===== src/hw/cpu_pkg.sv =====
`default_nettype none

package cpu_pkg;

    parameter int XLEN       = 32;
    parameter int REG_ADDR_W = 5;
    parameter int ISSUE_W    = 2;

    // 3R opcodes, instruction bits 31..15
    parameter logic [16:0] OP_3R_ADD = 17'h00020; // add.w
    parameter logic [16:0] OP_3R_SUB = 17'h00022; // sub.w
    parameter logic [16:0] OP_3R_AND = 17'h00029;
    parameter logic [16:0] OP_3R_OR  = 17'h0002a;
    parameter logic [16:0] OP_3R_XOR = 17'h0002b;

    // 2RI12 opcodes, instruction bits 31..22
    parameter logic [9:0] OP_RI12_ADDI = 10'h00a; // addi.w
    parameter logic [9:0] OP_RI12_ANDI = 10'h00d;
    parameter logic [9:0] OP_RI12_ORI  = 10'h00e;

    // one instruction word, two field layouts
    typedef union packed {
        struct packed {
            logic [16:0] op;
            logic [4:0]  rk;
            logic [4:0]  rj;
            logic [4:0]  rd;
        } r3;
        struct packed {
            logic [9:0]  op;
            logic [11:0] imm;
            logic [4:0]  rj;
            logic [4:0]  rd;
        } ri12;
    } insn_u;

    typedef enum logic [2:0] {
        ALU_NONE = 3'd0,
        ALU_ADD  = 3'd1,
        ALU_SUB  = 3'd2,
        ALU_AND  = 3'd3,
        ALU_OR   = 3'd4,
        ALU_XOR  = 3'd5
    } alu_op_e;

    // ALU_NONE means the word is not one of the kept instructions
    function automatic alu_op_e insn_alu_op(insn_u w);
        alu_op_e op;
        case (w.r3.op)
            OP_3R_ADD: op = ALU_ADD;
            OP_3R_SUB: op = ALU_SUB;
            OP_3R_AND: op = ALU_AND;
            OP_3R_OR:  op = ALU_OR;
            OP_3R_XOR: op = ALU_XOR;
            default: begin
                case (w.ri12.op)
                    OP_RI12_ADDI: op = ALU_ADD;
                    OP_RI12_ANDI: op = ALU_AND;
                    OP_RI12_ORI:  op = ALU_OR;
                    default:      op = ALU_NONE;
                endcase
            end
        endcase
        return op;
    endfunction

    // only 3R words read rk
    function automatic logic insn_is_3r(insn_u w);
        return w.r3.op inside {OP_3R_ADD, OP_3R_SUB, OP_3R_AND, OP_3R_OR, OP_3R_XOR};
    endfunction

endpackage

`default_nettype wire


===== src/hw/issue_dispatch.sv =====
`timescale 1ns/1ps
`default_nettype none

module issue_dispatch (
    input  logic                           clk,
    input  logic                           i_rst,
    input  logic [cpu_pkg::XLEN-1:0]       i_head_ir0,
    input  logic [cpu_pkg::XLEN-1:0]       i_head_ir1,
    input  logic [1:0]                     i_head_valid,
    output logic [1:0]                     o_take,
    output logic [cpu_pkg::REG_ADDR_W-1:0] o_raddr [2*cpu_pkg::ISSUE_W],
    input  logic [cpu_pkg::XLEN-1:0]       i_rdata [2*cpu_pkg::ISSUE_W],
    input  logic [cpu_pkg::REG_ADDR_W-1:0] i_lane_busy_rd [cpu_pkg::ISSUE_W],
    input  logic [cpu_pkg::ISSUE_W-1:0]    i_lane_busy,
    output logic [cpu_pkg::ISSUE_W-1:0]    o_iss_valid,
    output logic [cpu_pkg::XLEN-1:0]       o_iss_ir [cpu_pkg::ISSUE_W],
    output logic [cpu_pkg::XLEN-1:0]       o_iss_src1 [cpu_pkg::ISSUE_W],
    output logic [cpu_pkg::XLEN-1:0]       o_iss_src2 [cpu_pkg::ISSUE_W]
);

    localparam int NREG = 2 ** cpu_pkg::REG_ADDR_W;

    cpu_pkg::insn_u                cand_ir [cpu_pkg::ISSUE_W];  // [0] is always the oldest
    logic [cpu_pkg::ISSUE_W-1:0]   cand_v;
    logic [cpu_pkg::ISSUE_W-1:0]   use_rj;
    logic [cpu_pkg::ISSUE_W-1:0]   use_rk;
    logic [cpu_pkg::ISSUE_W-1:0]   src_hit;
    cpu_pkg::insn_u                iss_word [cpu_pkg::ISSUE_W];
    logic [NREG-1:0]               busy_mask;
    logic                          older_wr;
    logic                          pair_hit;
    logic                          issue0;
    logic                          issue1;

    //////////////////////////////////////////////////
    // candidate words

    always_comb begin
        cand_v[0]  = |i_head_valid;
        cand_ir[0] = i_head_valid[1] ? i_head_ir0 : i_head_ir1;  // 01 -> only younger left
        cand_v[1]  = &i_head_valid;
        cand_ir[1] = i_head_ir1;
        for (int k = 0; k < cpu_pkg::ISSUE_W; k++) begin
            use_rj[k] = (cpu_pkg::insn_alu_op(cand_ir[k]) != cpu_pkg::ALU_NONE);
            use_rk[k] = cpu_pkg::insn_is_3r(cand_ir[k]);
            o_raddr[2*k]   = cand_ir[k].r3.rj;
            o_raddr[2*k+1] = cand_ir[k].r3.rk;
        end
    end

    // scoreboard: destinations in the issue regs and lane result regs
    always_comb begin
        busy_mask = '0;
        for (int k = 0; k < cpu_pkg::ISSUE_W; k++) begin
            iss_word[k] = o_iss_ir[k];
            if (o_iss_valid[k] && cpu_pkg::insn_alu_op(iss_word[k]) != cpu_pkg::ALU_NONE)
                busy_mask[iss_word[k].r3.rd] = 1'b1;
            if (i_lane_busy[k])
                busy_mask[i_lane_busy_rd[k]] = 1'b1;
        end
        busy_mask[0] = 1'b0;  // r0 never blocks
    end

    always_comb begin
        for (int k = 0; k < cpu_pkg::ISSUE_W; k++) begin
            src_hit[k] = (use_rj[k] && busy_mask[cand_ir[k].r3.rj])
                      || (use_rk[k] && busy_mask[cand_ir[k].r3.rk]);
        end
    end

    //////////////////////////////////////////////////
    // pair hazard and issue decision

    assign older_wr = (cpu_pkg::insn_alu_op(cand_ir[0]) != cpu_pkg::ALU_NONE)
                   && (cand_ir[0].r3.rd != '0);

    // younger reads what the older one writes
    assign pair_hit = older_wr
                   && ((use_rj[1] && cand_ir[1].r3.rj == cand_ir[0].r3.rd)
                    || (use_rk[1] && cand_ir[1].r3.rk == cand_ir[0].r3.rd));

    assign issue0 = cand_v[0] && !src_hit[0];
    assign issue1 = issue0 && cand_v[1] && !src_hit[1] && !pair_hit;
    assign o_take = issue1 ? 2'd2 : (issue0 ? 2'd1 : 2'd0);

    always_ff @(posedge clk) begin
        if (i_rst)
            o_iss_valid <= '0;
        else
            o_iss_valid <= {issue1, issue0};
    end

    // payload, qualified by o_iss_valid
    always_ff @(posedge clk) begin
        for (int k = 0; k < cpu_pkg::ISSUE_W; k++) begin
            o_iss_ir[k]   <= cand_ir[k];
            o_iss_src1[k] <= i_rdata[2*k];
            o_iss_src2[k] <= i_rdata[2*k+1];
        end
    end

endmodule

`default_nettype wire


===== config.mk =====
export PLATFORM = sky130hd
export DESIGN_NAME = issue_dispatch
export DESIGN_NICKNAME = d
export VERILOG_FILES = /design/src/hw/cpu_pkg.sv /design/src/hw/issue_dispatch.sv
export SDC_FILE = /design/constraint.sdc
export NUM_CORES = 1
export LEC_CHECK = 0
export BUFFER_PORTS_ARGS = -buffer_cell sky130_fd_sc_hd__buf_2
export CORE_ASPECT_RATIO = 0.9
export CORE_MARGIN = 3
export CORE_UTILIZATION = 30
export CTS_BUF_LIST = sky130_fd_sc_hd__clkbuf_16
export DETAILED_ROUTE_END_ITERATION = 10
export HOLD_SLACK_MARGIN = 0.03
export SKIP_LAST_GASP = 1
export SYNTH_ARGS = -nofsm -noshare
export SYNTH_HDL_FRONTEND = slang
export SYNTH_SLANG_ARGS = --single-unit

===== constraint.sdc =====
create_clock -name clk -period 17.6 [get_ports clk]
set_clock_uncertainty 0.1 [all_clocks]
set_input_delay 5.28 -clock clk [delete_from_list [all_inputs] [get_ports clk]]
set_output_delay 5.28 -clock clk [all_outputs]
set_load 0.01 [all_outputs]

# Word level (Yosys, flattened, before mapping)
# Cells that the tools add are included.
[totals]
regBits = 194
input_bits = 208
elab_cells = 120
[classes]
magnitude_cmp = 12
eq_ne = 34
n_mux = 31
bitwise_logic = 3
n_reduce_logical = 33
[ops]
columns = ["cell", "n"]
rows = [
  ["$eq 17x6->1 const B", 20],
  ["$mux 32", 5],
  ["$eq 10x4->1 const B", 12],
  ["$or 32x32->32", 3],
  ["$pmux 3 s5", 4],
  ["$lt 5x6->1 const B", 8],
  ["$pmux 3 s3", 4],
  ["$bmux 1 s5", 4],
  ["$demux 1 s5", 4],
  ["$ge 5x1->1 const B", 4],
  ["$logic_and 1x1->1", 18],
  ["$reduce_bool 5->1", 3],
  ["$reduce_bool 3->1", 4],
  ["$eq 5x5->1", 2],
  ["$mux 1", 9],
  ["$logic_not 1->1", 3],
  ["$logic_or 1x1->1", 3],
  ["$mux 2", 1],
  ["$reduce_and 2->1", 1],
  ["$reduce_or 2->1", 1],
]

# Longest topological paths before layout
# Gate-level depths: netlist of the first run.
[logic_depth]
word_depth = 22
ltp_mapped = 13
depth_no_buf = 10

# Worst setup path after synthesis of the first run
# Ideal clock, no wire load.
[synth_timing]
path_type = "input -> output"
start = "input port i_head_valid[1]"
end = "output port o_take[0]"
arrival_ps = 7711
required_time_ps = 12220
path_slack_ps = 4509
cell_stages = 11
n_path_buf = 2
cell_sequence = "buf_2 > buf_2 > mux2i_1 > clkinv_1 > nand2_1 > nor3_1 > a211oi_1 > o2111ai_1 > a311o_1 > or3_1 > nor2_1"
[synth_lines]
columns = ["item", "line", "rtl"]
rows = [
  ["from (decl)", "issue_dispatch.sv:9", "input logic [1:0] i_head_valid,"],
  ["to (decl)", "issue_dispatch.sv:10", "output logic [1:0] o_take,"],
]

==> flow_summary.html, run 1 <==
<table>
<tr><th>Metric</th><th>Value</th></tr>
<tr><th colspan="2">Floorplanning</th></tr>
<tr><td>Die ar.</td><td>between 0.02 and 0.03 mm^2</td></tr>
<tr><td>Width of the die</td><td>around 170 um</td></tr>
<tr><td>Num ports</td><td>between 400 and 500</td></tr>
<tr><td>Cell row count</td><td>between 50 and 60</td></tr>
<tr><td>Starting density of the core</td><td>between 30% and 40%</td></tr>
<tr><td>Floorplan Core Area</td><td>about 0.025 mm^2</td></tr>
<tr><td>Die Height</td><td>between 150 and 200 um</td></tr>
<tr><th colspan="2">Critical path</th></tr>
<tr><td>Delay-heaviest family, CP</td><td>compound AO/OA/AOI/OAI gates</td></tr>
<tr><td>Number of cells traversed by the worst register-to-register path</td><td>9</td></tr>
<tr><td>CP max stage delay</td><td>820 ps</td></tr>
<tr><td>Endpoint required time on the critical path</td><td>between 10000 and 15000 ps</td></tr>
<tr><td>Cell chain of the critical path</td><td>buf_2, mux2_2, nand4b_1, nor4_1, o21ai_0, a311oi_1, nand4_1, a2111oi_0, a311o_1, or3_1, nor2_1, buf_2</td></tr>
<tr><td>Critical Path Source Type</td><td>input port</td></tr>
<tr><td>Type of element capturing the critical path</td><td>primary output</td></tr>
<tr><td>Flop-to-flop setup slack</td><td>~13000 ps</td></tr>
<tr><td>Destination of the worst register-to-register timing path</td><td>o_iss_valid[1]</td></tr>
<tr><td>Worst flop-to-flop path startpoint</td><td>o_iss_ir[25]</td></tr>
<tr><td>Beginning of the critical path</td><td>i_head_valid[1]</td></tr>
<tr><td>Cell occurring most often along the worst timing path</td><td>buf_2</td></tr>
<tr><td>Path type of the worst setup path</td><td>input port to primary output</td></tr>
<tr><td>Number of buffers and inverters on the critical path</td><td>2</td></tr>
<tr><td>Critical Path AT</td><td>between 9000 and 10000 ps</td></tr>
<tr><td>Top fanout value on the critical path</td><td>slightly above 40</td></tr>
<tr><td>Slowest stage cell, crit path</td><td>buf_2</td></tr>
<tr><th colspan="2">Clock tree</th></tr>
<tr><td>CTS sink cnt</td><td>194</td></tr>
<tr><td>Cell at the root of the clock tree</td><td>clkbuf_16</td></tr>
<tr><td>TritonCTS clock tree</td><td>built</td></tr>
<tr><td>Setup Fix Bufs, Post-CTS</td><td>0</td></tr>
<tr><td>CTS resizes</td><td>0</td></tr>
<tr><td>CTS Hold Bufs</td><td>0</td></tr>
<tr><td>TritonCTS buffer count</td><td>17</td></tr>
<tr><td>Number of levels the H-tree was split into</td><td>4</td></tr>
<tr><td>Clock tree buffer depth</td><td>2</td></tr>
<tr><td>Worst-Skew Late Latency</td><td>between 400 and 500 ps</td></tr>
<tr><td>Clock slew seen by the registers of the worst setup and hold paths</td><td>~70 ps</td></tr>
<tr><th colspan="2">Worst hold path</th></tr>
<tr><td>Worst hold path type</td><td>register to register</td></tr>
<tr><td>Start point of the worst hold path</td><td>o_iss_ir[2]</td></tr>
<tr><td>Hold path cells</td><td>8</td></tr>
<tr><td>Worst Hold Endpoint</td><td>o_iss_valid[1]</td></tr>
<tr><th colspan="2">Outcome</th></tr>
<tr><td>Status</td><td>finished clean</td></tr>
<tr><th colspan="2">Route</th></tr>
<tr><td>Detailed Route Iter0 Violations</td><td>approximately 1000</td></tr>
<tr><td>Number of detailed-routing iterations run before antenna repair</td><td>6</td></tr>
<tr><td>Via Count</td><td>about 7700</td></tr>
<tr><td>Average wire length per cell after detail routing</td><td>22.71 um</td></tr>
<tr><td>Post-route DRC</td><td>0</td></tr>
<tr><td>Mean number of vias per cell</td><td>between 5 and 6</td></tr>
<tr><td>Routed Antenna Nets</td><td>0</td></tr>
<tr><td>Final Routed Wirelength</td><td>between 30000 and 40000 um</td></tr>
<tr><th colspan="2">Yosys</th></tr>
<tr><td>Per-instance average area after synthesis</td><td>10.38 um^2</td></tr>
<tr><td>Mapped Nets</td><td>around 940</td></tr>
<tr><td>Synth async-reset ratio</td><td>0%</td></tr>
<tr><td>Sequential fraction of the synthesis area</td><td>about half</td></tr>
<tr><td>Count of cell types in the netlist</td><td>74</td></tr>
<tr><td>Synth warnings</td><td>0</td></tr>
<tr><td>Flip-flop cell with the highest count after synthesis</td><td>dfxtp_1</td></tr>
<tr><td>Syn Inst Count</td><td>around 730</td></tr>
<tr><td>Flop and latch count out of synthesis</td><td>about 190</td></tr>
<tr><td>Cell area after technology mapping</td><td>about 0.0076 mm^2</td></tr>
<tr><td>EDFF count, synth</td><td>0</td></tr>
<tr><th colspan="2">Place</th></tr>
<tr><td>HPWL Detailed</td><td>about 27000 um</td></tr>
<tr><td>Area post-placement</td><td>approximately 0.0099 mm^2</td></tr>
<tr><td>Placer congestion estimate</td><td>~0.97</td></tr>
<tr><td>Count of port buffers added during placement</td><td>~420</td></tr>
<tr><th colspan="2">Final layout</th></tr>
<tr><td>Register cell area after layout</td><td>0.003884 mm^2</td></tr>
<tr><td># nets final</td><td>~1300</td></tr>
<tr><td>Multi-input combinational cell area</td><td>0.003297 mm^2</td></tr>
<tr><td>Antenna diode count</td><td>0</td></tr>
<tr><td>Fraction of final layout cells sized beyond drive strength 1</td><td>between 40 and 50%</td></tr>
<tr><td>Fill cell total of the finished layout</td><td>about 2500</td></tr>
<tr><td>Growth of design area from synthesis to finish</td><td>37.03%</td></tr>
<tr><td>Final instance area</td><td>roughly 0.010 mm^2</td></tr>
<tr><th colspan="2">Timing</th></tr>
<tr><td>Number of hold violations in the final report</td><td>0</td></tr>
<tr><td>Final setup TNS</td><td>0 ps</td></tr>
<tr><td>Final setup viols</td><td>0</td></tr>
<tr><td>Final worst-path cycle share</td><td>84.12%</td></tr>
<tr><td>Slew headroom</td><td>between 20% and 30%</td></tr>
<tr><td>Transition time at the pin with the least slew margin</td><td>~1100 ps</td></tr>
<tr><td>Achievable Freq</td><td>67.54 MHz</td></tr>
<tr><td>Minimum clock period after layout</td><td>around 15000 ps</td></tr>
<tr><td>RSZ-0062 raised after global routing</td><td>false</td></tr>
<tr><td>Total count of max-transition violations in the final report</td><td>0</td></tr>
<tr><th colspan="2">GRT</th></tr>
<tr><td>Global-route usage over all layers</td><td>about a quarter</td></tr>
<tr><td>Maximum number of pins on one net before global-route repair</td><td>between 40 and 50</td></tr>
<tr><td>Wire length of the first global-routing pass</td><td>47620 um</td></tr>
<tr><td>Antenna violations before repair</td><td>2</td></tr>
<tr><td>Met1 demand-to-capacity share in global routing</td><td>29.98%</td></tr>
<tr><td>Vias in the first global route</td><td>7295</td></tr>
<tr><td>Overall overflow remaining after global route</td><td>0</td></tr>
<tr><td>Most utilized layer in the global route result</td><td>met2</td></tr>
<tr><td>Met3 routing resource usage after global routing</td><td>just over 6%</td></tr>
<tr><td>Global routing met2 resource utilization</td><td>about two fifths</td></tr>
<tr><th colspan="2">Pwr</th></tr>
<tr><td>Leak</td><td>4.712 nW</td></tr>
<tr><td>PD cells</td><td>95.96 mW/mm^2</td></tr>
<tr><td>Max VDD drop</td><td>~0.052 mV</td></tr>
<tr><th colspan="2">Job</th></tr>
<tr><td>Number of violations of the max-capacitance limit</td><td>0</td></tr>
</table>
[area by class of cell]
type / instances / area share, %
repair buffers: 428 / 20.66
inverters: 27 / 0.9719
well taps: 336 / 4.032
multi-input cells: 460 / 31.62
clock buffers: 17 / 4.080
clock inverters: 15 / 1.392
flip-flops and latches: 194 / 37.24
[sequential cells by signal (all words and copies together), names as in the netlist]
| name | cells |
|---|---|
| o_iss_valid | 2 |
| o_iss_src1 | 64 |
| o_iss_src2 | 64 |
| o_iss_ir | 64 |
[worst max-delay path by stage]
stage                endpoint  cells past startpoint  slack (ps)
global route        o_take[0]                     12        2570
CTS                 o_take[1]                     11        2850
finish              o_take[0]                     12        2790
global placement    o_take[1]                     11        2940
detailed placement  o_take[1]                     11        2870
floorplan           o_take[0]                     11        4510
[per-stage QoR]
stage                     hold slack, ps  worst slack [ps]  cells  total power, mW  util (%)
after floorplan                     1071              4509    733           0.5573         -
after global placement              1357              2942   1445           0.6313     40.08
after detailed placement            1373              2869   1445           0.6325     40.08
after CTS                           1387              2855   1477            1.010     42.40
after global routing                1477              2567   1477            1.042     42.40
final                               1414              2795   1477            1.001     42.40
[per-layer routing]
layer / up-vias / wire length [um]
li1: 3535 / -
met4: 4 / 897
met3: 60 / 3056
met5: - / 28
met2: 450 / 15620
met1: 3611 / 13940
[placed cells by master, fill, tap and decap left out, types with 5 or more instances in the layout]
cell type and instances:
nand3_1 17, nand3b_1 19, dfxtp_1 194, o211ai_1 5, or3b_2 12, o21ai_0 10
mux2_2 14, buf_4 5, nand2b_1 7, a31oi_1 14, nor3b_1 9, xnor2_1 8
a211o_1 5, nor4_1 17, o22a_1 5, or3_1 5, a211oi_1 9, nor3_1 31
a2111oi_0 13, nand4_1 6, inv_1 22, a211oi_2 5, buf_2 423, mux2i_1 37
clkinv_1 5, nand2_1 36, clkbuf_16 17, o22ai_1 28, a21oi_1 22, a41o_1 7
a311oi_1 6, nor2_1 34, nor2b_1 5
[worst reg2reg max path: cells and delay by family (launching register included)]
kind	cells	cell delay (ps)
AOI/OAI and AO/OA	6	3250
and+or+nand+nor	3	660
DFF	1	320
[synthesized netlist by cell type, drive strengths merged, types with 14 or more instances]
master,count,area share [%]
a31oi,14,1.2
a211oi,15,2.0
a21oi,22,1.4
nand2,36,1.8
mux2,14,2.1
nor2,34,1.7
or3b,14,1.6
a2111oi,14,1.6
dfxtp,194,51
nand3,17,1.1
inv,22,1.1
buf,37,3.6
nor3,34,2.4
nor4,18,1.6
o22ai,28,2.3
nand3b,19,1.9
mux2i,37,4.9
clkbuf,15,0.74
[cells by family after synthesis]
logic type / Yosys count / share of synthesized area, %
simple gates: 225 / 17.20
flops: 194 / 51.04
buf+inv: 79 / 5.639
mux: 51 / 6.939
compound gates: 174 / 18.04
xor+xnor: 10 / 1.151
[power by group]
group / internal (mW) / total, mW / switching, mW
clock: 0.188 / 0.378 / 0.190
sequential: 0.464 / 0.477 / 0.0124
combinational: 0.0583 / 0.146 / 0.0878
total: 0.711 / 1.00 / 0.290
(Power assumes the default switching activity.)
==> run 2: changes to the inputs <==
==> constraint.sdc (replaced) <==
create_clock -name clk -period 12.5 [get_ports clk]
set_clock_uncertainty 0.1 [all_clocks]
set_input_delay 3.75 -clock clk [delete_from_list [all_inputs] [get_ports clk]]
set_output_delay 3.75 -clock clk [all_outputs]
set_load 0.01 [all_outputs]
==> run 2 against run 1 <==
  * Design area is 0.19% higher
  * First-iteration DRC count shrank 17%
  * Critical path depth stayed put
  * Non-clock buffer count is 2 higher
  * Utilization is 0.081 points higher
==> flow_summary.html, run 2 (synthesized netlist as in run 1, its figures left out) <==
<table>
<tr><th>Metric</th><th>Value</th></tr>
<tr><th colspan="2">Outcome</th></tr>
<tr><td>Status</td><td>finished clean</td></tr>
<tr><th colspan="2">Floorplanning</th></tr>
<tr><td>Die Height</td><td>between 150 and 200 um</td></tr>
<tr><td>Num ports</td><td>roughly 420</td></tr>
<tr><td>Width of the die</td><td>around 170 um</td></tr>
<tr><td>Floorplan Core Area</td><td>0.02459 mm^2</td></tr>
<tr><td>Starting density of the core</td><td>30.94%</td></tr>
<tr><td>Cell row count</td><td>54</td></tr>
<tr><td>Die ar.</td><td>0.02732 mm^2</td></tr>
<tr><th colspan="2">Final layout</th></tr>
<tr><td>Growth of design area from synthesis to finish</td><td>37.29%</td></tr>
<tr><td>Antenna diode count</td><td>0</td></tr>
<tr><td>Non-filler instance count after layout</td><td>around 1500</td></tr>
<tr><td>Fraction of final layout cells sized beyond drive strength 1</td><td>~45%</td></tr>
<tr><td>Most common cell after layout, fill and taps aside</td><td>buf_2</td></tr>
<tr><td>Largest registers</td><td>o_iss_ir: 64 flops, o_iss_src1: 64 flops, o_iss_src2: 64 flops</td></tr>
<tr><td>Highest-count cells in the layout ignoring fill and taps</td><td>buf_2, dfxtp_1, mux2i_1</td></tr>
<tr><td>Final standard cell utilization of the core</td><td>a little over two fifths</td></tr>
<tr><td># nets final</td><td>~1300</td></tr>
<tr><th colspan="2">Critical path</th></tr>
<tr><td>Top fanout value on the critical path</td><td>a little over 40</td></tr>
<tr><td>Cell occurring most often along the worst timing path</td><td>buf_2</td></tr>
<tr><td>Cell chain of the critical path</td><td>buf_2, mux2_2, nand4b_1, nor4_1, o21ai_0, a311oi_1, nand4_1, a2111oi_0, a311o_1, or3_1, nor2_1, buf_2</td></tr>
<tr><td>CP max stage delay</td><td>between 800 and 900 ps</td></tr>
<tr><td>Endpoint required time on the critical path</td><td>8650 ps</td></tr>
<tr><td>Critical Path AT</td><td>slightly below 8000 ps</td></tr>
<tr><td>Slowest stage cell, crit path</td><td>buf_2</td></tr>
<tr><td>Type of element capturing the critical path</td><td>primary output</td></tr>
<tr><td>Critical Path Source Type</td><td>input port</td></tr>
<tr><td>Path type of the worst setup path</td><td>input port to primary output</td></tr>
<tr><th colspan="2">GRT</th></tr>
<tr><td>Global-route usage over all layers</td><td>between 20 and 25%</td></tr>
<tr><td>Overall overflow remaining after global route</td><td>0</td></tr>
<tr><td>Wire length of the first global-routing pass</td><td>~47000 um</td></tr>
<tr><td>Maximum number of pins on one net before global-route repair</td><td>42</td></tr>
<tr><td>Antenna violations before repair</td><td>2</td></tr>
<tr><td>Vias in the first global route</td><td>7158</td></tr>
<tr><th colspan="2">Clock tree</th></tr>
<tr><td>Number of levels the H-tree was split into</td><td>4</td></tr>
<tr><td>Clock slew seen by the registers of the worst setup and hold paths</td><td>roughly 70 ps</td></tr>
<tr><td>Cell at the root of the clock tree</td><td>clkbuf_16</td></tr>
<tr><td>TritonCTS clock tree</td><td>built</td></tr>
<tr><td>Setup Fix Bufs, Post-CTS</td><td>0</td></tr>
<tr><td>Clock tree buffer depth</td><td>2</td></tr>
<tr><td>CTS resizes</td><td>0</td></tr>
<tr><td>TritonCTS buffer count</td><td>17</td></tr>
<tr><td>Worst-Skew Late Latency</td><td>430 ps</td></tr>
<tr><td>CTS Hold Bufs</td><td>0</td></tr>
<tr><td>CTS sink cnt</td><td>a little under 200</td></tr>
<tr><th colspan="2">Place</th></tr>
<tr><td>Placer congestion estimate</td><td>between 0.9 and 1</td></tr>
<tr><td>Cell total after placement</td><td>between 1000 and 1500</td></tr>
<tr><td>Count of port buffers added during placement</td><td>423</td></tr>
<tr><td>HPWL Detailed</td><td>roughly 27000 um</td></tr>
<tr><th colspan="2">Route</th></tr>
<tr><td>Routed wire length on met3</td><td>about 3300 um</td></tr>
<tr><td>Final Routed Wirelength</td><td>about 33000 um</td></tr>
<tr><td>Via Count</td><td>7722</td></tr>
<tr><td>Post-route DRC</td><td>0</td></tr>
<tr><td>Detailed Route Iter0 Violations</td><td>approximately 860</td></tr>
<tr><td>Met2 wirelength from detailed routing</td><td>between 15000 and 20000 um</td></tr>
<tr><td>Highest Signal Layer</td><td>met5</td></tr>
<tr><td>Number of detailed-routing iterations run before antenna repair</td><td>5</td></tr>
<tr><td>Detailed-route wire length on metal 1</td><td>roughly 14000 um</td></tr>
<tr><td>Mean number of vias per cell</td><td>~5.2</td></tr>
<tr><td>Routed Antenna Nets</td><td>0</td></tr>
<tr><td>Average wire length per cell after detail routing</td><td>22.57 um</td></tr>
<tr><th colspan="2">Timing</th></tr>
<tr><td>Final worst-path cycle share</td><td>between 90 and 100%</td></tr>
<tr><td>Minimum clock period after layout</td><td>11680 ps</td></tr>
<tr><td>WHS</td><td>approximately 1400 ps</td></tr>
<tr><td>Total count of max-transition violations in the final report</td><td>0</td></tr>
<tr><td>Final setup viols</td><td>0</td></tr>
<tr><td>Final setup TNS</td><td>0 ps</td></tr>
<tr><td>Achievable Freq</td><td>between 80 and 90 MHz</td></tr>
<tr><td>Slew headroom</td><td>19.38%</td></tr>
<tr><td>Number of hold violations in the final report</td><td>0</td></tr>
<tr><td>Transition time at the pin with the least slew margin</td><td>around 1200 ps</td></tr>
<tr><td>RSZ-0062 raised after global routing</td><td>false</td></tr>
<tr><th colspan="2">Job</th></tr>
<tr><td>Number of violations of the max-capacitance limit</td><td>0</td></tr>
<tr><th colspan="2">Worst hold path</th></tr>
<tr><td>Worst hold path type</td><td>register to register</td></tr>
<tr><th colspan="2">Pwr</th></tr>
<tr><td>Leak</td><td>about 4.7 nW</td></tr>
<tr><td>Max VDD drop</td><td>0.09294 mV</td></tr>
<tr><td>PD cells</td><td>between 100 and 150 mW/mm^2</td></tr>
</table>
## run 2: changes by cell type in the layout (fill, tap and decap cells not counted)
cell        previous run  this run
clkinvlp_4             2         0
clkinv_4               2         1
inv_1                 22        23
clkinv_8               2         3
buf_4                  5         7
inv_6                  3         4
## run 2: worst max-delay path, delay by kind of cell
kind | cells | cell delay, ps
buffers and inverters | 2 | 990
and+or+nand+nor | 5 | 1160
muxes | 1 | 450
AOI/OAI and AO/OA | 4 | 1450
## run 2: final cells by class
type / count / area [um^2]
clock buffer: 17 / 425.4
fill: 2506 / 14150
inverter: 27 / 101.3
tap: 336 / 420.4
multi-input combinational: 460 / 3297
clock inverter: 15 / 150.1
timing repair buffer: 430 / 2170
sequential: 194 / 3884
## run 2: routing by layer
| layer | GRT usage (%) | vias up |
|---|---|---|
| li1 | - | 3550 |
| met1 | 29.77 | 3641 |
| met2 | 37.50 | 469 |
| met3 | 7.694 | 58 |
| met4 | 6.317 | 4 |
| met5 | 0 | - |
## run 2: metrics by stage
stage / area, um^2 / total power [mW] / setup slack (ps)
after floorplan: 7610 / 0.7846 / 2469
after global placement: 9872 / 0.8894 / 968.0
after detailed placement: 9872 / 0.8898 / 860.6
after CTS: 10450 / 1.421 / 864.2
after global routing: 10450 / 1.465 / 686.0
final: 10450 / 1.406 / 823.2
## run 2: path summary, 6_finish.rpt
kind / start / slack (ps) / endpoint / cells after the start
setup / recovery: i_head_valid[1] / 820 / o_take[0] / 12
hold / removal: o_iss_ir[2] / 1450 / o_iss_valid[1] / 9
setup reg to reg: o_iss_ir[25] / 8000 / o_iss_valid[1] / 9
hold reg to reg: o_iss_ir[2] / 1450 / o_iss_valid[1] / 9
## run 2: where the power goes
| group | internal, mW | total [mW] | switching (mW) | leakage [nW] |
|---|---|---|---|---|
| registers | 0.654 | 0.671 | 0.0176 | 1.64 |
| logic | 0.0822 | 0.205 | 0.123 | 2.80 |
| clock network | 0.266 | 0.529 | 0.263 | 0.291 |
| total | 1.00 | 1.41 | 0.404 | 4.73 |
==> run 3: changes to the inputs <==
--- a/config.mk
+++ b/config.mk
@@ -12,6 +12,7 @@
 export CTS_BUF_LIST = sky130_fd_sc_hd__clkbuf_16
 export DETAILED_ROUTE_END_ITERATION = 10
 export HOLD_SLACK_MARGIN = 0.03
+export MAX_ROUTING_LAYER = met4
 export SKIP_LAST_GASP = 1
 export SYNTH_ARGS = -nofsm -noshare
 export SYNTH_HDL_FRONTEND = slang
==> run 3 against run 2 <==
  * Die area is the same
  * Largest cell class unchanged
  * First-iteration DRC count shrank 17%
  * Cell count grew 0.14%
  * Global-route usage grew 0.53 points
  * Sequential power is essentially flat
  * Hold slack lost 33 ps
==> flow_summary.html, run 3 (synthesized netlist as in run 1, its figures left out) <==
<table>
<tr><th>Metric</th><th>Value</th></tr>
<tr><th colspan="2">Pwr</th></tr>
<tr><td>Cell-internal power</td><td>about 1.0 mW</td></tr>
<tr><td>Part of the power in registers</td><td>between 40% and 50%</td></tr>
<tr><td>Switching part of the total</td><td>28.77%</td></tr>
<tr><td>Max VDD drop</td><td>between 0.08 and 0.09 mV</td></tr>
<tr><td>Leak</td><td>between 4 and 5 nW</td></tr>
<tr><td>PD cells</td><td>134.5 mW/mm^2</td></tr>
<tr><td>Pwr Total</td><td>around 1.4 mW</td></tr>
<tr><td>Sw power</td><td>approximately 0.4 mW</td></tr>
<tr><td>Gate power share</td><td>between 10 and 15%</td></tr>
<tr><td>Proportion of power drawn by the clock network</td><td>37.6%</td></tr>
<tr><th colspan="2">Worst hold path</th></tr>
<tr><td>Worst hold path type</td><td>register to register</td></tr>
<tr><th colspan="2">Timing</th></tr>
<tr><td>Number of hold violations in the final report</td><td>0</td></tr>
<tr><td>Total count of max-transition violations in the final report</td><td>0</td></tr>
<tr><td>RSZ-0062 raised after global routing</td><td>false</td></tr>
<tr><td>Final worst-path cycle share</td><td>between 90 and 100%</td></tr>
<tr><td>Transition time at the pin with the least slew margin</td><td>about 1200 ps</td></tr>
<tr><td>Minimum clock period after layout</td><td>between 10000 and 15000 ps</td></tr>
<tr><td>WHS</td><td>around 1400 ps</td></tr>
<tr><td>Slew headroom</td><td>around a fifth</td></tr>
<tr><td>Final setup viols</td><td>0</td></tr>
<tr><td>Final setup TNS</td><td>0 ps</td></tr>
<tr><td>Achievable Freq</td><td>85.94 MHz</td></tr>
<tr><th colspan="2">Floorplanning</th></tr>
<tr><td>Num ports</td><td>about 420</td></tr>
<tr><td>Width of the die</td><td>173.9 um</td></tr>
<tr><td>Cell row count</td><td>54</td></tr>
<tr><td>Die ar.</td><td>0.02732 mm^2</td></tr>
<tr><td>Starting density of the core</td><td>~31%</td></tr>
<tr><td>Die Height</td><td>157.1 um</td></tr>
<tr><td>Floorplan Core Area</td><td>about 0.025 mm^2</td></tr>
<tr><th colspan="2">Final layout</th></tr>
<tr><td>Final instance area</td><td>~0.010 mm^2</td></tr>
<tr><td>Largest registers</td><td>o_iss_ir: 64 flops, o_iss_src1: 64 flops, o_iss_src2: 64 flops</td></tr>
<tr><td># nets final</td><td>1339</td></tr>
<tr><td>Most common cell after layout, fill and taps aside</td><td>buf_2</td></tr>
<tr><td>Fill cell total of the finished layout</td><td>2483</td></tr>
<tr><td>Register cell area after layout</td><td>about 0.004 mm^2</td></tr>
<tr><td>Fraction of final layout cells sized beyond drive strength 1</td><td>approximately 45%</td></tr>
<tr><td>Multi-input combinational cell area</td><td>roughly 0.0033 mm^2</td></tr>
<tr><td>Highest-count cells in the layout ignoring fill and taps</td><td>buf_2, dfxtp_1, mux2i_1</td></tr>
<tr><td>Non-filler instance count after layout</td><td>around 1500</td></tr>
<tr><td>Growth of design area from synthesis to finish</td><td>37.42%</td></tr>
<tr><th colspan="2">Critical path</th></tr>
<tr><td>Cell chain of the critical path</td><td>buf_2, mux2_2, nand4b_1, nor4_1, o21ai_0, a311oi_1, nand4_1, a2111oi_0, a311o_1, or3_1, nor2_1, buf_2</td></tr>
<tr><td>Top fanout value on the critical path</td><td>37</td></tr>
<tr><td>Critical Path AT</td><td>a little under 8000 ps</td></tr>
<tr><td>Type of element capturing the critical path</td><td>primary output</td></tr>
<tr><td>Cell occurring most often along the worst timing path</td><td>buf_2</td></tr>
<tr><td>Endpoint required time on the critical path</td><td>around 8700 ps</td></tr>
<tr><td>Path type of the worst setup path</td><td>input port to primary output</td></tr>
<tr><td>CP max stage delay</td><td>around 730 ps</td></tr>
<tr><td>Flop-to-flop setup slack</td><td>8110 ps</td></tr>
<tr><td>Critical Path Source Type</td><td>input port</td></tr>
<tr><td>Slowest stage cell, crit path</td><td>buf_2</td></tr>
<tr><th colspan="2">GRT</th></tr>
<tr><td>Antenna violations before repair</td><td>2</td></tr>
<tr><td>Maximum number of pins on one net before global-route repair</td><td>38</td></tr>
<tr><td>Vias in the first global route</td><td>approximately 7300</td></tr>
<tr><td>Wire length of the first global-routing pass</td><td>about 47000 um</td></tr>
<tr><td>Global-route usage over all layers</td><td>a little under a quarter</td></tr>
<tr><td>Overall overflow remaining after global route</td><td>0</td></tr>
<tr><th colspan="2">Route</th></tr>
<tr><td>Highest Signal Layer</td><td>met4</td></tr>
<tr><td>Via Count</td><td>roughly 7600</td></tr>
<tr><td>Number of detailed-routing iterations run before antenna repair</td><td>8</td></tr>
<tr><td>Met2 wirelength from detailed routing</td><td>roughly 16000 um</td></tr>
<tr><td>Detailed-route wire length on metal 1</td><td>~14000 um</td></tr>
<tr><td>Detailed Route Iter0 Violations</td><td>between 700 and 800</td></tr>
<tr><td>Post-route DRC</td><td>0</td></tr>
<tr><td>Routed Antenna Nets</td><td>0</td></tr>
<tr><td>Routed wire length on met3</td><td>between 2000 and 3000 um</td></tr>
<tr><td>Mean number of vias per cell</td><td>5.136</td></tr>
<tr><td>Average wire length per cell after detail routing</td><td>between 20 and 25 um</td></tr>
<tr><td>Final Routed Wirelength</td><td>~33000 um</td></tr>
<tr><th colspan="2">Clock tree</th></tr>
<tr><td>CTS Hold Bufs</td><td>0</td></tr>
<tr><td>CTS resizes</td><td>0</td></tr>
<tr><td>Cell at the root of the clock tree</td><td>clkbuf_16</td></tr>
<tr><td>Clock slew seen by the registers of the worst setup and hold paths</td><td>around 70 ps</td></tr>
<tr><td>Worst-Skew Late Latency</td><td>approximately 440 ps</td></tr>
<tr><td>TritonCTS buffer count</td><td>17</td></tr>
<tr><td>CTS sink cnt</td><td>~190</td></tr>
<tr><td>Number of levels the H-tree was split into</td><td>4</td></tr>
<tr><td>TritonCTS clock tree</td><td>built</td></tr>
<tr><td>Clock tree buffer depth</td><td>2</td></tr>
<tr><td>Setup Fix Bufs, Post-CTS</td><td>0</td></tr>
<tr><th colspan="2">Job</th></tr>
<tr><td>Number of violations of the max-capacitance limit</td><td>0</td></tr>
<tr><th colspan="2">Place</th></tr>
<tr><td>Count of port buffers added during placement</td><td>423</td></tr>
<tr><td>Cell total after placement</td><td>~1400</td></tr>
<tr><td>HPWL Detailed</td><td>approximately 27000 um</td></tr>
<tr><td>Area post-placement</td><td>~0.0099 mm^2</td></tr>
<tr><td>Placer congestion estimate</td><td>slightly below 1</td></tr>
<tr><th colspan="2">Outcome</th></tr>
<tr><td>Status</td><td>finished clean</td></tr>
</table>
==> run 3: cell types whose count changed in the layout (fill, tap and decap cells not counted) <==
cell,delta
buf_4,+1
inv_8,-2
inv_1,-2
clkinv_1,+1
clkinv_4,+2
inv_6,+1
diode_2,+1
==> run 3: worst max-delay path: cells and delay by family <==
| family | cells | cell delay (ps) |
|---|---|---|
| buffers and inverters | 2 | 910 |
| AOI/OAI and AO/OA | 4 | 1400 |
| muxes | 1 | 450 |
| and+or+nand+nor | 5 | 1260 |
==> run 3: final cells by class <==
cell class | count | area share [%]
diodes | 1 | 0.02393
flip-flops and latches | 194 | 37.14
clock inverters | 15 | 1.436
repair buffers | 431 | 20.82
multi-input cells | 460 | 31.53
clock buffers | 17 | 4.068
well taps | 336 | 4.020
inverters | 27 | 0.9691
==> run 3: power groups by stage <==
| stage | Combinational, mW | Sequential, mW | Clock (mW) |
|---|---|---|---|
| after floorplan | 0.0838 | 0.701 | 0 |
| after global placement | 0.204 | 0.685 | 0 |
| after detailed placement | 0.204 | 0.686 | 0 |
| after CTS | 0.205 | 0.672 | 0.541 |
| after global routing | 0.219 | 0.676 | 0.568 |
| final | 0.205 | 0.672 | 0.529 |
==> run 3: metrics by stage <==
stage / setup slack, ps / utilization, %
floorplan: 2469 / -
global placement: 1053 / 40.17
detailed placement: 979.3 / 40.17
CTS: 966.1 / 42.51
global route: 655.0 / 42.52
finish: 863.4 / 42.52
==> run 3: worst paths after layout <==
kind                    from        endpoint  cells after the start
max          i_head_valid[1]       o_take[0]                     12
min              o_iss_ir[2]  o_iss_valid[1]                      8
max reg2reg     o_iss_ir[25]  o_iss_valid[1]                     10
min reg2reg      o_iss_ir[2]  o_iss_valid[1]                      8
==> run 3: layer usage <==
layer	global-route usage, %	vias up
met5	-	-
met4	5.475	0
met3	6.054	30
met2	38.10	424
met1	30.13	3607
li1	-	3545
